**src/logic/frame_config.svh**
```systemverilog
`ifndef FRAME_CONFIG_SVH
`define FRAME_CONFIG_SVH

// Video widths
`define FRAME_GAME_COLOR_W 4   // Per channel, as the game core drives it
`define FRAME_VGA_COLOR_W  6   // Per channel, towards the VGA connector

// Audio sample width
`define FRAME_SND_W 16

// Board joystick word
// Direction, buttons, coin, start and pause
`define FRAME_JOY_W 10

// Cycles of game reset after the last cause goes away
`define FRAME_RST_HOLD 16

`endif

```
**src/logic/frame_video_pkg.sv**
```systemverilog
`include "frame_config.svh"

package frame_video_pkg;

    // One colour channel from the game core
    typedef logic [`FRAME_GAME_COLOR_W-1:0] game_color_t;

    // One colour channel at the VGA output
    typedef logic [`FRAME_VGA_COLOR_W-1:0] vga_color_t;

    // Captured pixel after blanking
    typedef struct packed {
        game_color_t r;
        game_color_t g;
        game_color_t b;
        logic        hs;
        logic        vs;
    } pixel_t;

    // Result of one colour channel stage
    typedef struct packed {
        vga_color_t color;
        logic       valid;   // One cycle per pixel
    } chan_out_t;

endpackage

```
**src/logic/frame_ctrl_pkg.sv**
```systemverilog
`include "frame_config.svh"

package frame_ctrl_pkg;

    typedef logic [`FRAME_SND_W-1:0] snd_sample_t;

    // Board joystick word, active high
    // Declared MSB first, so dir sits in bits 3:0
    typedef struct packed {
        logic       pause;
        logic       start;
        logic       coin;
        logic [2:0] button;
        logic [3:0] dir;      // Up, down, left, right
    } board_joy_t;

    // Buttons and directions as the game expects them, active low
    typedef logic [`FRAME_JOY_W-4:0] game_joy_t;

    // Game reset sequencing
    typedef enum logic [1:0] {
        RST_ACTIVE,
        RST_HOLD,
        RST_IDLE
    } rst_state_t;

endpackage

```
**src/logic/frame_reset_gen.sv**
```systemverilog
`include "frame_config.svh"

module frame_reset_gen (
    input  logic clk_rgb,
    input  logic reset,
    input  logic dip_flip,
    input  logic rst_req,
    input  logic downloading,
    output logic game_rst
);

    localparam int CNT_W = $clog2(`FRAME_RST_HOLD);

    frame_ctrl_pkg::rst_state_t state;
    logic [CNT_W-1:0]           hold_cnt;
    logic                       flip_r;
    logic                       cause;

    // Any flip of the screen restarts the game
    always_ff @(posedge clk_rgb) begin
        flip_r <= dip_flip;
    end

    assign cause = downloading | rst_req | (dip_flip != flip_r);

    always_ff @(posedge clk_rgb) begin
        if (reset) begin
            state    <= frame_ctrl_pkg::RST_ACTIVE;
            hold_cnt <= '0;
        end else if (cause) begin
            state    <= frame_ctrl_pkg::RST_ACTIVE;   // Also restarts a running hold
            hold_cnt <= '0;
        end else begin
            case (state)
                frame_ctrl_pkg::RST_ACTIVE: begin
                    state    <= frame_ctrl_pkg::RST_HOLD;
                    hold_cnt <= '0;
                end
                frame_ctrl_pkg::RST_HOLD: begin
                    if (hold_cnt == CNT_W'(`FRAME_RST_HOLD - 1)) begin
                        state <= frame_ctrl_pkg::RST_IDLE;
                    end
                    hold_cnt <= hold_cnt + 1'b1;
                end
                default: begin
                    state <= frame_ctrl_pkg::RST_IDLE;
                end
            endcase
        end
    end

    assign game_rst = (state != frame_ctrl_pkg::RST_IDLE);   // Straight from the state flops

    // Still in reset on the last hold cycle after any cause
    hold_covers_last_cause: assert property (
        @(posedge clk_rgb) $past(reset | cause, `FRAME_RST_HOLD + 1) |-> game_rst
    );

endmodule

```
**src/logic/frame_pixel_capture.sv**
```systemverilog
module frame_pixel_capture (
    input  logic                        clk_rgb,
    input  logic                        reset,
    input  logic                        pxl_cen,
    input  frame_video_pkg::game_color_t game_r,
    input  frame_video_pkg::game_color_t game_g,
    input  frame_video_pkg::game_color_t game_b,
    input  logic                        LHBL,
    input  logic                        LVBL,
    input  logic                        hs,
    input  logic                        vs,
    output frame_video_pkg::pixel_t     pixel,
    output logic                        pix_valid
);

    logic blank;

    assign blank = ~LHBL | ~LVBL;   // Either blanking signal is active low

    always_ff @(posedge clk_rgb) begin
        if (reset) begin
            pix_valid <= 1'b0;
        end else begin
            pix_valid <= pxl_cen;
        end
    end

    // Colour is forced to black during blanking
    always_ff @(posedge clk_rgb) begin
        if (pxl_cen) begin
            pixel.r  <= blank ? '0 : game_r;
            pixel.g  <= blank ? '0 : game_g;
            pixel.b  <= blank ? '0 : game_b;
            pixel.hs <= hs;
            pixel.vs <= vs;
        end
    end

endmodule

```
**src/logic/frame_color_channel.sv**
```systemverilog
`include "frame_config.svh"

module frame_color_channel (
    input  logic                         clk_rgb,
    input  logic                         reset,
    input  frame_video_pkg::game_color_t color_in,
    input  logic                         pix_valid,
    input  logic                         en_mixing,
    output frame_video_pkg::chan_out_t   chan_out
);

    localparam int EXTRA_W = `FRAME_VGA_COLOR_W - `FRAME_GAME_COLOR_W;

    frame_video_pkg::vga_color_t expanded;
    frame_video_pkg::vga_color_t prev;      // Last expanded pixel
    frame_video_pkg::vga_color_t result;
    frame_video_pkg::vga_color_t color_r;
    logic [`FRAME_VGA_COLOR_W:0] mix_sum;   // One extra bit for the carry
    logic                        valid_r;

    // Top bits repeated at the bottom so full scale stays full scale
    assign expanded = {color_in, color_in[`FRAME_GAME_COLOR_W-1 -: EXTRA_W]};

    assign mix_sum = {1'b0, expanded} + {1'b0, prev};
    assign result  = en_mixing ? mix_sum[`FRAME_VGA_COLOR_W:1] : expanded;

    always_ff @(posedge clk_rgb) begin
        if (reset) begin
            valid_r <= 1'b0;
            prev    <= '0;
        end else begin
            valid_r <= pix_valid;
            if (pix_valid) begin
                prev <= expanded;   // Unmixed value feeds the next blend
            end
        end
    end

    always_ff @(posedge clk_rgb) begin
        if (pix_valid) begin
            color_r <= result;
        end
    end

    assign chan_out.color = color_r;
    assign chan_out.valid = valid_r;

endmodule

```
**src/logic/frame_video_out.sv**
```systemverilog
module frame_video_out (
    input  logic                        clk_rgb,
    input  logic                        reset,
    input  frame_video_pkg::chan_out_t  chan_r,
    input  frame_video_pkg::chan_out_t  chan_g,
    input  frame_video_pkg::chan_out_t  chan_b,
    input  frame_video_pkg::pixel_t     pixel,
    input  logic                        pix_valid,
    output frame_video_pkg::vga_color_t vga_r,
    output frame_video_pkg::vga_color_t vga_g,
    output frame_video_pkg::vga_color_t vga_b,
    output logic                        vga_hsync,
    output logic                        vga_vsync
);

    logic hs_d;   // Sync bits, one stage behind the capture
    logic vs_d;

    always_ff @(posedge clk_rgb) begin
        if (reset) begin
            hs_d <= 1'b0;
            vs_d <= 1'b0;
        end else if (pix_valid) begin
            hs_d <= pixel.hs;
            vs_d <= pixel.vs;
        end
    end

    // Outputs hold between pixels
    always_ff @(posedge clk_rgb) begin
        if (reset) begin
            vga_r     <= '0;
            vga_g     <= '0;
            vga_b     <= '0;
            vga_hsync <= 1'b0;
            vga_vsync <= 1'b0;
        end else if (chan_r.valid) begin
            vga_r     <= chan_r.color;
            vga_g     <= chan_g.color;
            vga_b     <= chan_b.color;
            vga_hsync <= hs_d;
            vga_vsync <= vs_d;
        end
    end

    // Only red's strobe is used, the other channels must agree
    channels_in_step: assert property (
        @(posedge clk_rgb) disable iff (reset)
        (chan_r.valid == chan_g.valid) && (chan_r.valid == chan_b.valid)
    );

endmodule

```
**src/logic/frame_sound_dac.sv**
```systemverilog
`include "frame_config.svh"

module frame_sound_dac #(
    parameter bit signed_snd = 1'b0
) (
    input  logic                        clk_rgb,
    input  logic                        reset,
    input  frame_ctrl_pkg::snd_sample_t snd,
    output logic                        snd_pwm
);

    frame_ctrl_pkg::snd_sample_t snd_ob;   // Offset binary
    logic [`FRAME_SND_W:0]       acc;      // Carry on top
    logic [`FRAME_SND_W:0]       sum;

    // Two's complement to offset binary is a flip of the sign bit
    always_comb begin
        snd_ob = snd;
        if (signed_snd) begin
            snd_ob[`FRAME_SND_W-1] = ~snd[`FRAME_SND_W-1];
        end
    end

    // Remainder only, last carry is dropped
    assign sum = {1'b0, acc[`FRAME_SND_W-1:0]} + {1'b0, snd_ob};

    always_ff @(posedge clk_rgb) begin
        if (reset) begin
            acc <= '0;
        end else begin
            acc <= sum;
        end
    end

    assign snd_pwm = acc[`FRAME_SND_W];   // Density follows the sample level

endmodule

```
**src/logic/frame_input_map.sv**
```systemverilog
module frame_input_map (
    input  logic                       clk_rgb,
    input  logic                       reset,
    input  frame_ctrl_pkg::board_joy_t board_joystick1,
    input  frame_ctrl_pkg::board_joy_t board_joystick2,
    output frame_ctrl_pkg::game_joy_t  game_joystick1,
    output frame_ctrl_pkg::game_joy_t  game_joystick2,
    output logic [1:0]                 game_coin,
    output logic [1:0]                 game_start,
    output logic                       game_pause
);

    logic pause_any;
    logic pause_d;     // Previous pause level for edge detection

    assign pause_any = board_joystick1.pause | board_joystick2.pause;

    // Game inputs are active low
    always_ff @(posedge clk_rgb) begin
        if (reset) begin
            game_joystick1 <= '1;
            game_joystick2 <= '1;
            game_coin      <= '1;
            game_start     <= '1;
        end else begin
            game_joystick1 <= ~{board_joystick1.button, board_joystick1.dir};
            game_joystick2 <= ~{board_joystick2.button, board_joystick2.dir};
            game_coin      <= ~{board_joystick2.coin, board_joystick1.coin};   // P1 in bit 0
            game_start     <= ~{board_joystick2.start, board_joystick1.start};
        end
    end

    always_ff @(posedge clk_rgb) begin
        if (reset) begin
            pause_d    <= 1'b0;
            game_pause <= 1'b0;
        end else begin
            pause_d <= pause_any;
            if (pause_any && !pause_d) begin
                game_pause <= ~game_pause;   // Press once to pause, again to resume
            end
        end
    end

endmodule

```
**src/logic/frame_board_top.sv**
```systemverilog
module frame_board_top #(
    parameter bit signed_snd = 1'b0
) (
    input  logic                         clk_rgb,
    input  logic                         reset,
    input  logic                         pxl_cen,
    input  frame_video_pkg::game_color_t game_r,
    input  frame_video_pkg::game_color_t game_g,
    input  frame_video_pkg::game_color_t game_b,
    input  logic                         LHBL,
    input  logic                         LVBL,
    input  logic                         hs,
    input  logic                         vs,
    input  logic                         en_mixing,
    input  frame_ctrl_pkg::snd_sample_t  snd,
    input  frame_ctrl_pkg::board_joy_t   board_joystick1,
    input  frame_ctrl_pkg::board_joy_t   board_joystick2,
    input  logic                         dip_flip,
    input  logic                         rst_req,
    input  logic                         downloading,
    output logic                         game_rst,
    output frame_video_pkg::vga_color_t  vga_r,
    output frame_video_pkg::vga_color_t  vga_g,
    output frame_video_pkg::vga_color_t  vga_b,
    output logic                         vga_hsync,
    output logic                         vga_vsync,
    output logic                         snd_pwm,
    output frame_ctrl_pkg::game_joy_t    game_joystick1,
    output frame_ctrl_pkg::game_joy_t    game_joystick2,
    output logic [1:0]                   game_coin,
    output logic [1:0]                   game_start,
    output logic                         game_pause
);

    frame_video_pkg::pixel_t      pixel;
    logic                         pix_valid;
    frame_video_pkg::game_color_t chan_in  [3];   // R, G, B
    frame_video_pkg::chan_out_t   chan_res [3];

    frame_reset_gen u_reset (
        .clk_rgb     ( clk_rgb     ),
        .reset       ( reset       ),
        .dip_flip    ( dip_flip    ),
        .rst_req     ( rst_req     ),
        .downloading ( downloading ),
        .game_rst    ( game_rst    )
    );

    frame_pixel_capture u_capture (
        .clk_rgb   ( clk_rgb   ),
        .reset     ( reset     ),
        .pxl_cen   ( pxl_cen   ),
        .game_r    ( game_r    ),
        .game_g    ( game_g    ),
        .game_b    ( game_b    ),
        .LHBL      ( LHBL      ),
        .LVBL      ( LVBL      ),
        .hs        ( hs        ),
        .vs        ( vs        ),
        .pixel     ( pixel     ),
        .pix_valid ( pix_valid )
    );

    assign chan_in[0] = pixel.r;
    assign chan_in[1] = pixel.g;
    assign chan_in[2] = pixel.b;

    for (genvar i = 0; i < 3; i++) begin : g_chan
        frame_color_channel u_chan (
            .clk_rgb   ( clk_rgb     ),
            .reset     ( reset       ),
            .color_in  ( chan_in[i]  ),
            .pix_valid ( pix_valid   ),
            .en_mixing ( en_mixing   ),
            .chan_out  ( chan_res[i] )
        );
    end

    frame_video_out u_video_out (
        .clk_rgb   ( clk_rgb     ),
        .reset     ( reset       ),
        .chan_r    ( chan_res[0] ),
        .chan_g    ( chan_res[1] ),
        .chan_b    ( chan_res[2] ),
        .pixel     ( pixel       ),
        .pix_valid ( pix_valid   ),
        .vga_r     ( vga_r       ),
        .vga_g     ( vga_g       ),
        .vga_b     ( vga_b       ),
        .vga_hsync ( vga_hsync   ),
        .vga_vsync ( vga_vsync   )
    );

    frame_sound_dac #(.signed_snd(signed_snd)) u_dac (
        .clk_rgb ( clk_rgb ),
        .reset   ( reset   ),
        .snd     ( snd     ),
        .snd_pwm ( snd_pwm )
    );

    frame_input_map u_inputs (
        .clk_rgb         ( clk_rgb         ),
        .reset           ( reset           ),
        .board_joystick1 ( board_joystick1 ),
        .board_joystick2 ( board_joystick2 ),
        .game_joystick1  ( game_joystick1  ),
        .game_joystick2  ( game_joystick2  ),
        .game_coin       ( game_coin       ),
        .game_start      ( game_start      ),
        .game_pause      ( game_pause      )
    );

endmodule

```
**config.mk**
```make
export PLATFORM = sky130hd
export DESIGN_NAME = frame_board_top
export DESIGN_NICKNAME = d
export VERILOG_FILES = /design/src/logic/frame_video_pkg.sv /design/src/logic/frame_ctrl_pkg.sv /design/src/logic/frame_reset_gen.sv /design/src/logic/frame_pixel_capture.sv /design/src/logic/frame_color_channel.sv /design/src/logic/frame_video_out.sv /design/src/logic/frame_sound_dac.sv /design/src/logic/frame_input_map.sv /design/src/logic/frame_board_top.sv
export VERILOG_INCLUDE_DIRS = /design/src /design/src/logic
export SDC_FILE = /design/constraint.sdc
export NUM_CORES = 1
export LEC_CHECK = 0
export BUFFER_PORTS_ARGS = -buffer_cell sky130_fd_sc_hd__buf_2
export CORE_MARGIN = 2
export CORE_UTILIZATION = 60
export DETAILED_ROUTE_END_ITERATION = 16
export PLACE_DENSITY = 0.85
export SYNTH_ARGS = -nofsm -noshare
export SYNTH_HDL_FRONTEND = slang
export SYNTH_HIERARCHICAL = 1
export SYNTH_SLANG_ARGS = --single-unit
```
**constraint.sdc**
```tcl
create_clock -name clk_rgb -period 6.4 [get_ports clk_rgb]
set_clock_uncertainty 0.1 [all_clocks]
set_input_delay 0.64 -clock clk_rgb [delete_from_list [all_inputs] [get_ports clk_rgb]]
set_output_delay 0.64 -clock clk_rgb [all_outputs]
set_load 0.05 [all_outputs]
```
* After elaboration in Yosys (flattened, before gate mapping) *
Cells that the tools add are included.

storage, ports and cells
  register bits = 118
  bits of input ports = 59
  logic and storage cells = 62

operators by class
  muxes and demuxes = 6
  bitwise logic cells = 11
  $add $sub $neg = 5
  equal/unequal tests = 5
  reductions and logical operators = 5

operators by type and width
  cell                 count
  $add 6x6->7          3
  $mux 6               3
  $add 16x16->17       1
  $not 7->7            2
  $pmux 4 s2           1
  $add 4x1->4 const B  1
  $eq 4x4->1 const B   1
  $not 2->2            2
  $or 1x1->1           4
  $pmux 2 s2           1
  $not 1->1            3
  $eq 2x1->1 const B   1
  $logic_not 2->1      1
  $mux 2               1
  $ne 2x1->1 const B   1
  $ne 2x2->1 const B   1
  $reduce_bool 2->1    1
  $reduce_or 2->1      1
  $logic_and 1x1->1    1
  $logic_not 1->1      1
  $ne 1x1->1           1

* Depth between registers and ports, before layout *
  depth in word-level cells = 3
  mapped depth = 7
  depth with buffers taken out = 7

* Hierarchy *
Netlist, hierarchy kept.

by module, submodules not included
  module                                      times used  area an instance (sq um)  sequential area each (sq um)  cells each
  frame_color_channel (g_chan[0].u_chan ...)  2           639.4                     280.3                         63
  frame_sound_dac                             1           1181.1                    340.3                         136
  frame_video_out                             1           775.7                     440.4                         70
  frame_color_channel (g_chan[1].u_chan)      1           626.9                     280.3                         61
  frame_input_map                             1           560.5                     400.4                         46
  frame_pixel_capture                         1           543.0                     440.4                         30
  frame_reset_gen                             1           294.0                     140.1                         33

* Worst setup path after synthesis *
OpenSTA, ideal clock, no wires.

  kind = in2reg
  start point = input snd[0]
  end point = register u_dac.acc[10]
  setup time = 0.123 ns
  buffers on the path = 0
  arrival = 2.381 ns
  stages on the path = 7
  setup slack = 3.796 ns
  data required time = 6.177 ns
  cells stage by stage = ha_1 -> fa_1 -> a21o_1 -> a31oi_2 -> nor3_1 -> a311oi_1 -> mux2_1

between the ends
  longest elaborated chain between the ends = 1

RTL lines
  item                    line                   RTL
  start: declaration      frame_board_top.sv:15  input frame_ctrl_pkg::snd_sample_t snd,
  $add 16x16->17          frame_sound_dac.sv:25  assign sum = {1'b0, acc[`FRAME_SND_W-1:0]} + {1'b0, snd_ob};
  end signal: assignment  frame_sound_dac.sv:31  acc <= sum;
  end: declaration        frame_sound_dac.sv:13  logic [`FRAME_SND_W:0] acc;

No other way between the ends.
A chain may end at the register's enable or synchronous reset.

* Worst setup path in the final report *
Ends and elaborated chain as after synthesis.

==> results.cfg <==
[global_routing]
grt-ovfl-total = 0
track_usage_pct = 22.4
grt_pass1_vias = 3825
grt_pass1_wl_um = 17500
grt_antenna_before_repair = 0
grt_start_max_net_pins = 81

[cts]
cts_resized = 0
clk_latency_ns = 0.37
postCtsSetupRepairBufs = 0
cts_tree = built
cts.sinks = 112
ctsHtreeMaxLevel = 3
numCtsBuffers = 9
cts_hold_buf = 0
clk_pin_slew_ns = 0.11
clockRootBuffer = clkbuf_8
cts_buffer_depth = 2

[setup_path]
path_max_fanout = 5
cp.arrival_ns = 2.61
endpoint_kind = flop
critPathTopFamily = compound AO/OA/AOI/OAI gates
cp.required_ns = 6.57
cp_slowest_stage_delay_ns = 0.40
start_kind = input port
cp_num_buf_inv = 1
path_cells = buf_2 > ha_1 > fa_1 > a21o_1 > a31oi_2 > nor3_1 > a311oi_1 > mux2_1
cp_slowest_cell = fa_1
path_class = input port to flop

[cells_and_area]
drive_above_1_share_pct = 22.7
antennaDiodeCount = 0
fin_nets = 678
post-route-util_pct = 71.1
syn_to_final_growth_pct = 13.7

[logic_synthesis]
synth_warnings = 6
syn_area_mm2 = 0.00519
synthCells = 496
syn_area_per_cell_um2 = 10.5
synth_nets = 588

[status]
status = finished clean

[drt]
first_pass_iters = 5
wl_met1_um = 4330
viasPerCell = 5.58
top_layer = met4
drt_iter0_markers = 154
wl_um = 10100
drc = 0
wl_per_cell_um = 14.5
route.met2.wl_um = 5040
drtAntennaViolNets = 0
wl_met3_um = 512
vias = 3882

[timing]
final.min_clock_period_ns = 2.44
worst_pin_slew_ns = 1.12
slew_headroom_pct = 25.3
slew_violations = 0
setup_viol = 0
rsz0062_at_grt = false
worst_slack_ns = 3.96
finalCritPeriodShare_pct = 38.1
fin_setup_tns_ns = 0
fmax_mhz = 410
hold_viol_final = 0

[flow_run]
drv_cap = 0

[floorplan]
placementRows = 33
ioPinCount = 100
die-area_mm2 = 0.00941
die_width_um = 97.0
core_area_mm2 = 0.00830
initial_core_util_pct = 62.6
die_h_um = 97.0

[placed_design]
preCtsSetupSlack_ns = 3.57
port_buffers = 99
place_congestion = 0.865
detailed_place_hpwl_um = 7430

[min_path]
hold_class = input port to flop

[power]
ir_worst_vdd_uv = 245
p_leak_nw = 2.53
power_per_cell_area_mw_per_mm2 = 305
-- path summary, 6_finish.rpt --
kind	from	endpoint	slack, ns	cells after the start
setup / recovery	snd[0]	u_dac/acc[10]$_SDFF_PP0_	3.96	8
hold / removal	dip_flip	u_reset/flip_r$_DFF_P_	0.29	1
setup reg to reg	u_dac/acc[0]$_SDFF_PP0_	u_dac/acc[10]$_SDFF_PP0_	4.03	7
hold reg to reg	g_chan[1].u_chan/color_r[2]$_DFFE_PP_	u_video_out/vga_g[2]$_SDFFE_PP0P_	0.39	2
-- power breakdown --
group / switching (W) / internal, W
clock network: 0.000253 / 0.000178
logic: 0.000312 / 0.000218
registers: 0.0000337 / 0.000808
-- stage by stage --
| stage | power, W | area (µm²) | cells | hold slack [ns] |
|---|---|---|---|---|
| after global placement | 0.00135 | 5690 | 680 | 0.363 |
| after detailed placement | 0.00138 | 5690 | 680 | 0.374 |
| after CTS | 0.00181 | 5900 | 696 | 0.276 |
| after floorplan | 0.00126 | 5190 | 496 | 0.356 |
| after global routing | 0.00191 | 5900 | 696 | 0.273 |
| final | 0.00180 | 5900 | 696 | 0.290 |
-- final cells by class --
type                            instances  area, µm²
Timing Repair Buffer                  101        510
Multi-Input combinational cell        342       2410
Fill cell                             652       2400
Clock buffer                           10        149
Clock inverter                          6       60.1
Tap cell                              105        131
Sequential cell                       112       2560
Inverter                               20       75.1
-- layout by cell type (no fill, tap or decap), types with 4 or more instances in the layout --
cell / count
buf_2: 99
dfxtp_1: 80
nor2_1: 57
mux2i_1: 35
edfxtp_1: 32
a21oi_1: 29
ha_1: 29
nand2_1: 23
nand2b_1: 21
inv_1: 18
nor2b_1: 14
and3_1: 11
clkbuf_8: 9
o21ai_0: 9
o21bai_1: 8
nand3_1: 8
nand3b_1: 7
xnor2_1: 7
nor3_1: 5
or3_1: 5
a31oi_1: 5
xor2_1: 5
a211o_1: 4
nand4_1: 4
fa_1: 4
a21o_1: 4
mux2_2: 4
-- routing by layer --
layer / track usage [%] / vias to the layer above
met3: 3.68 / 16
met1: 28.2 / 1800
li1: - / 1938
met2: 39.1 / 128
met5: 0 / -
met4: 7.48 / 0
-- registers in the layout, indices dropped and copies added, names as in the netlist, 2 cells and up --
name	flops
g_chan.u_chan/color_r	18
g_chan.u_chan/prev	12
u_capture/pixel	14
u_dac/acc	17
u_inputs/game_coin	2
u_inputs/game_joystick1	7
u_inputs/game_joystick2	7
u_inputs/game_start	2
u_reset/hold_cnt	4
u_reset/state	2
u_video_out/vga_b	6
u_video_out/vga_g	6
u_video_out/vga_r	6
No activity file was read; power rests on OpenSTA's default activity.
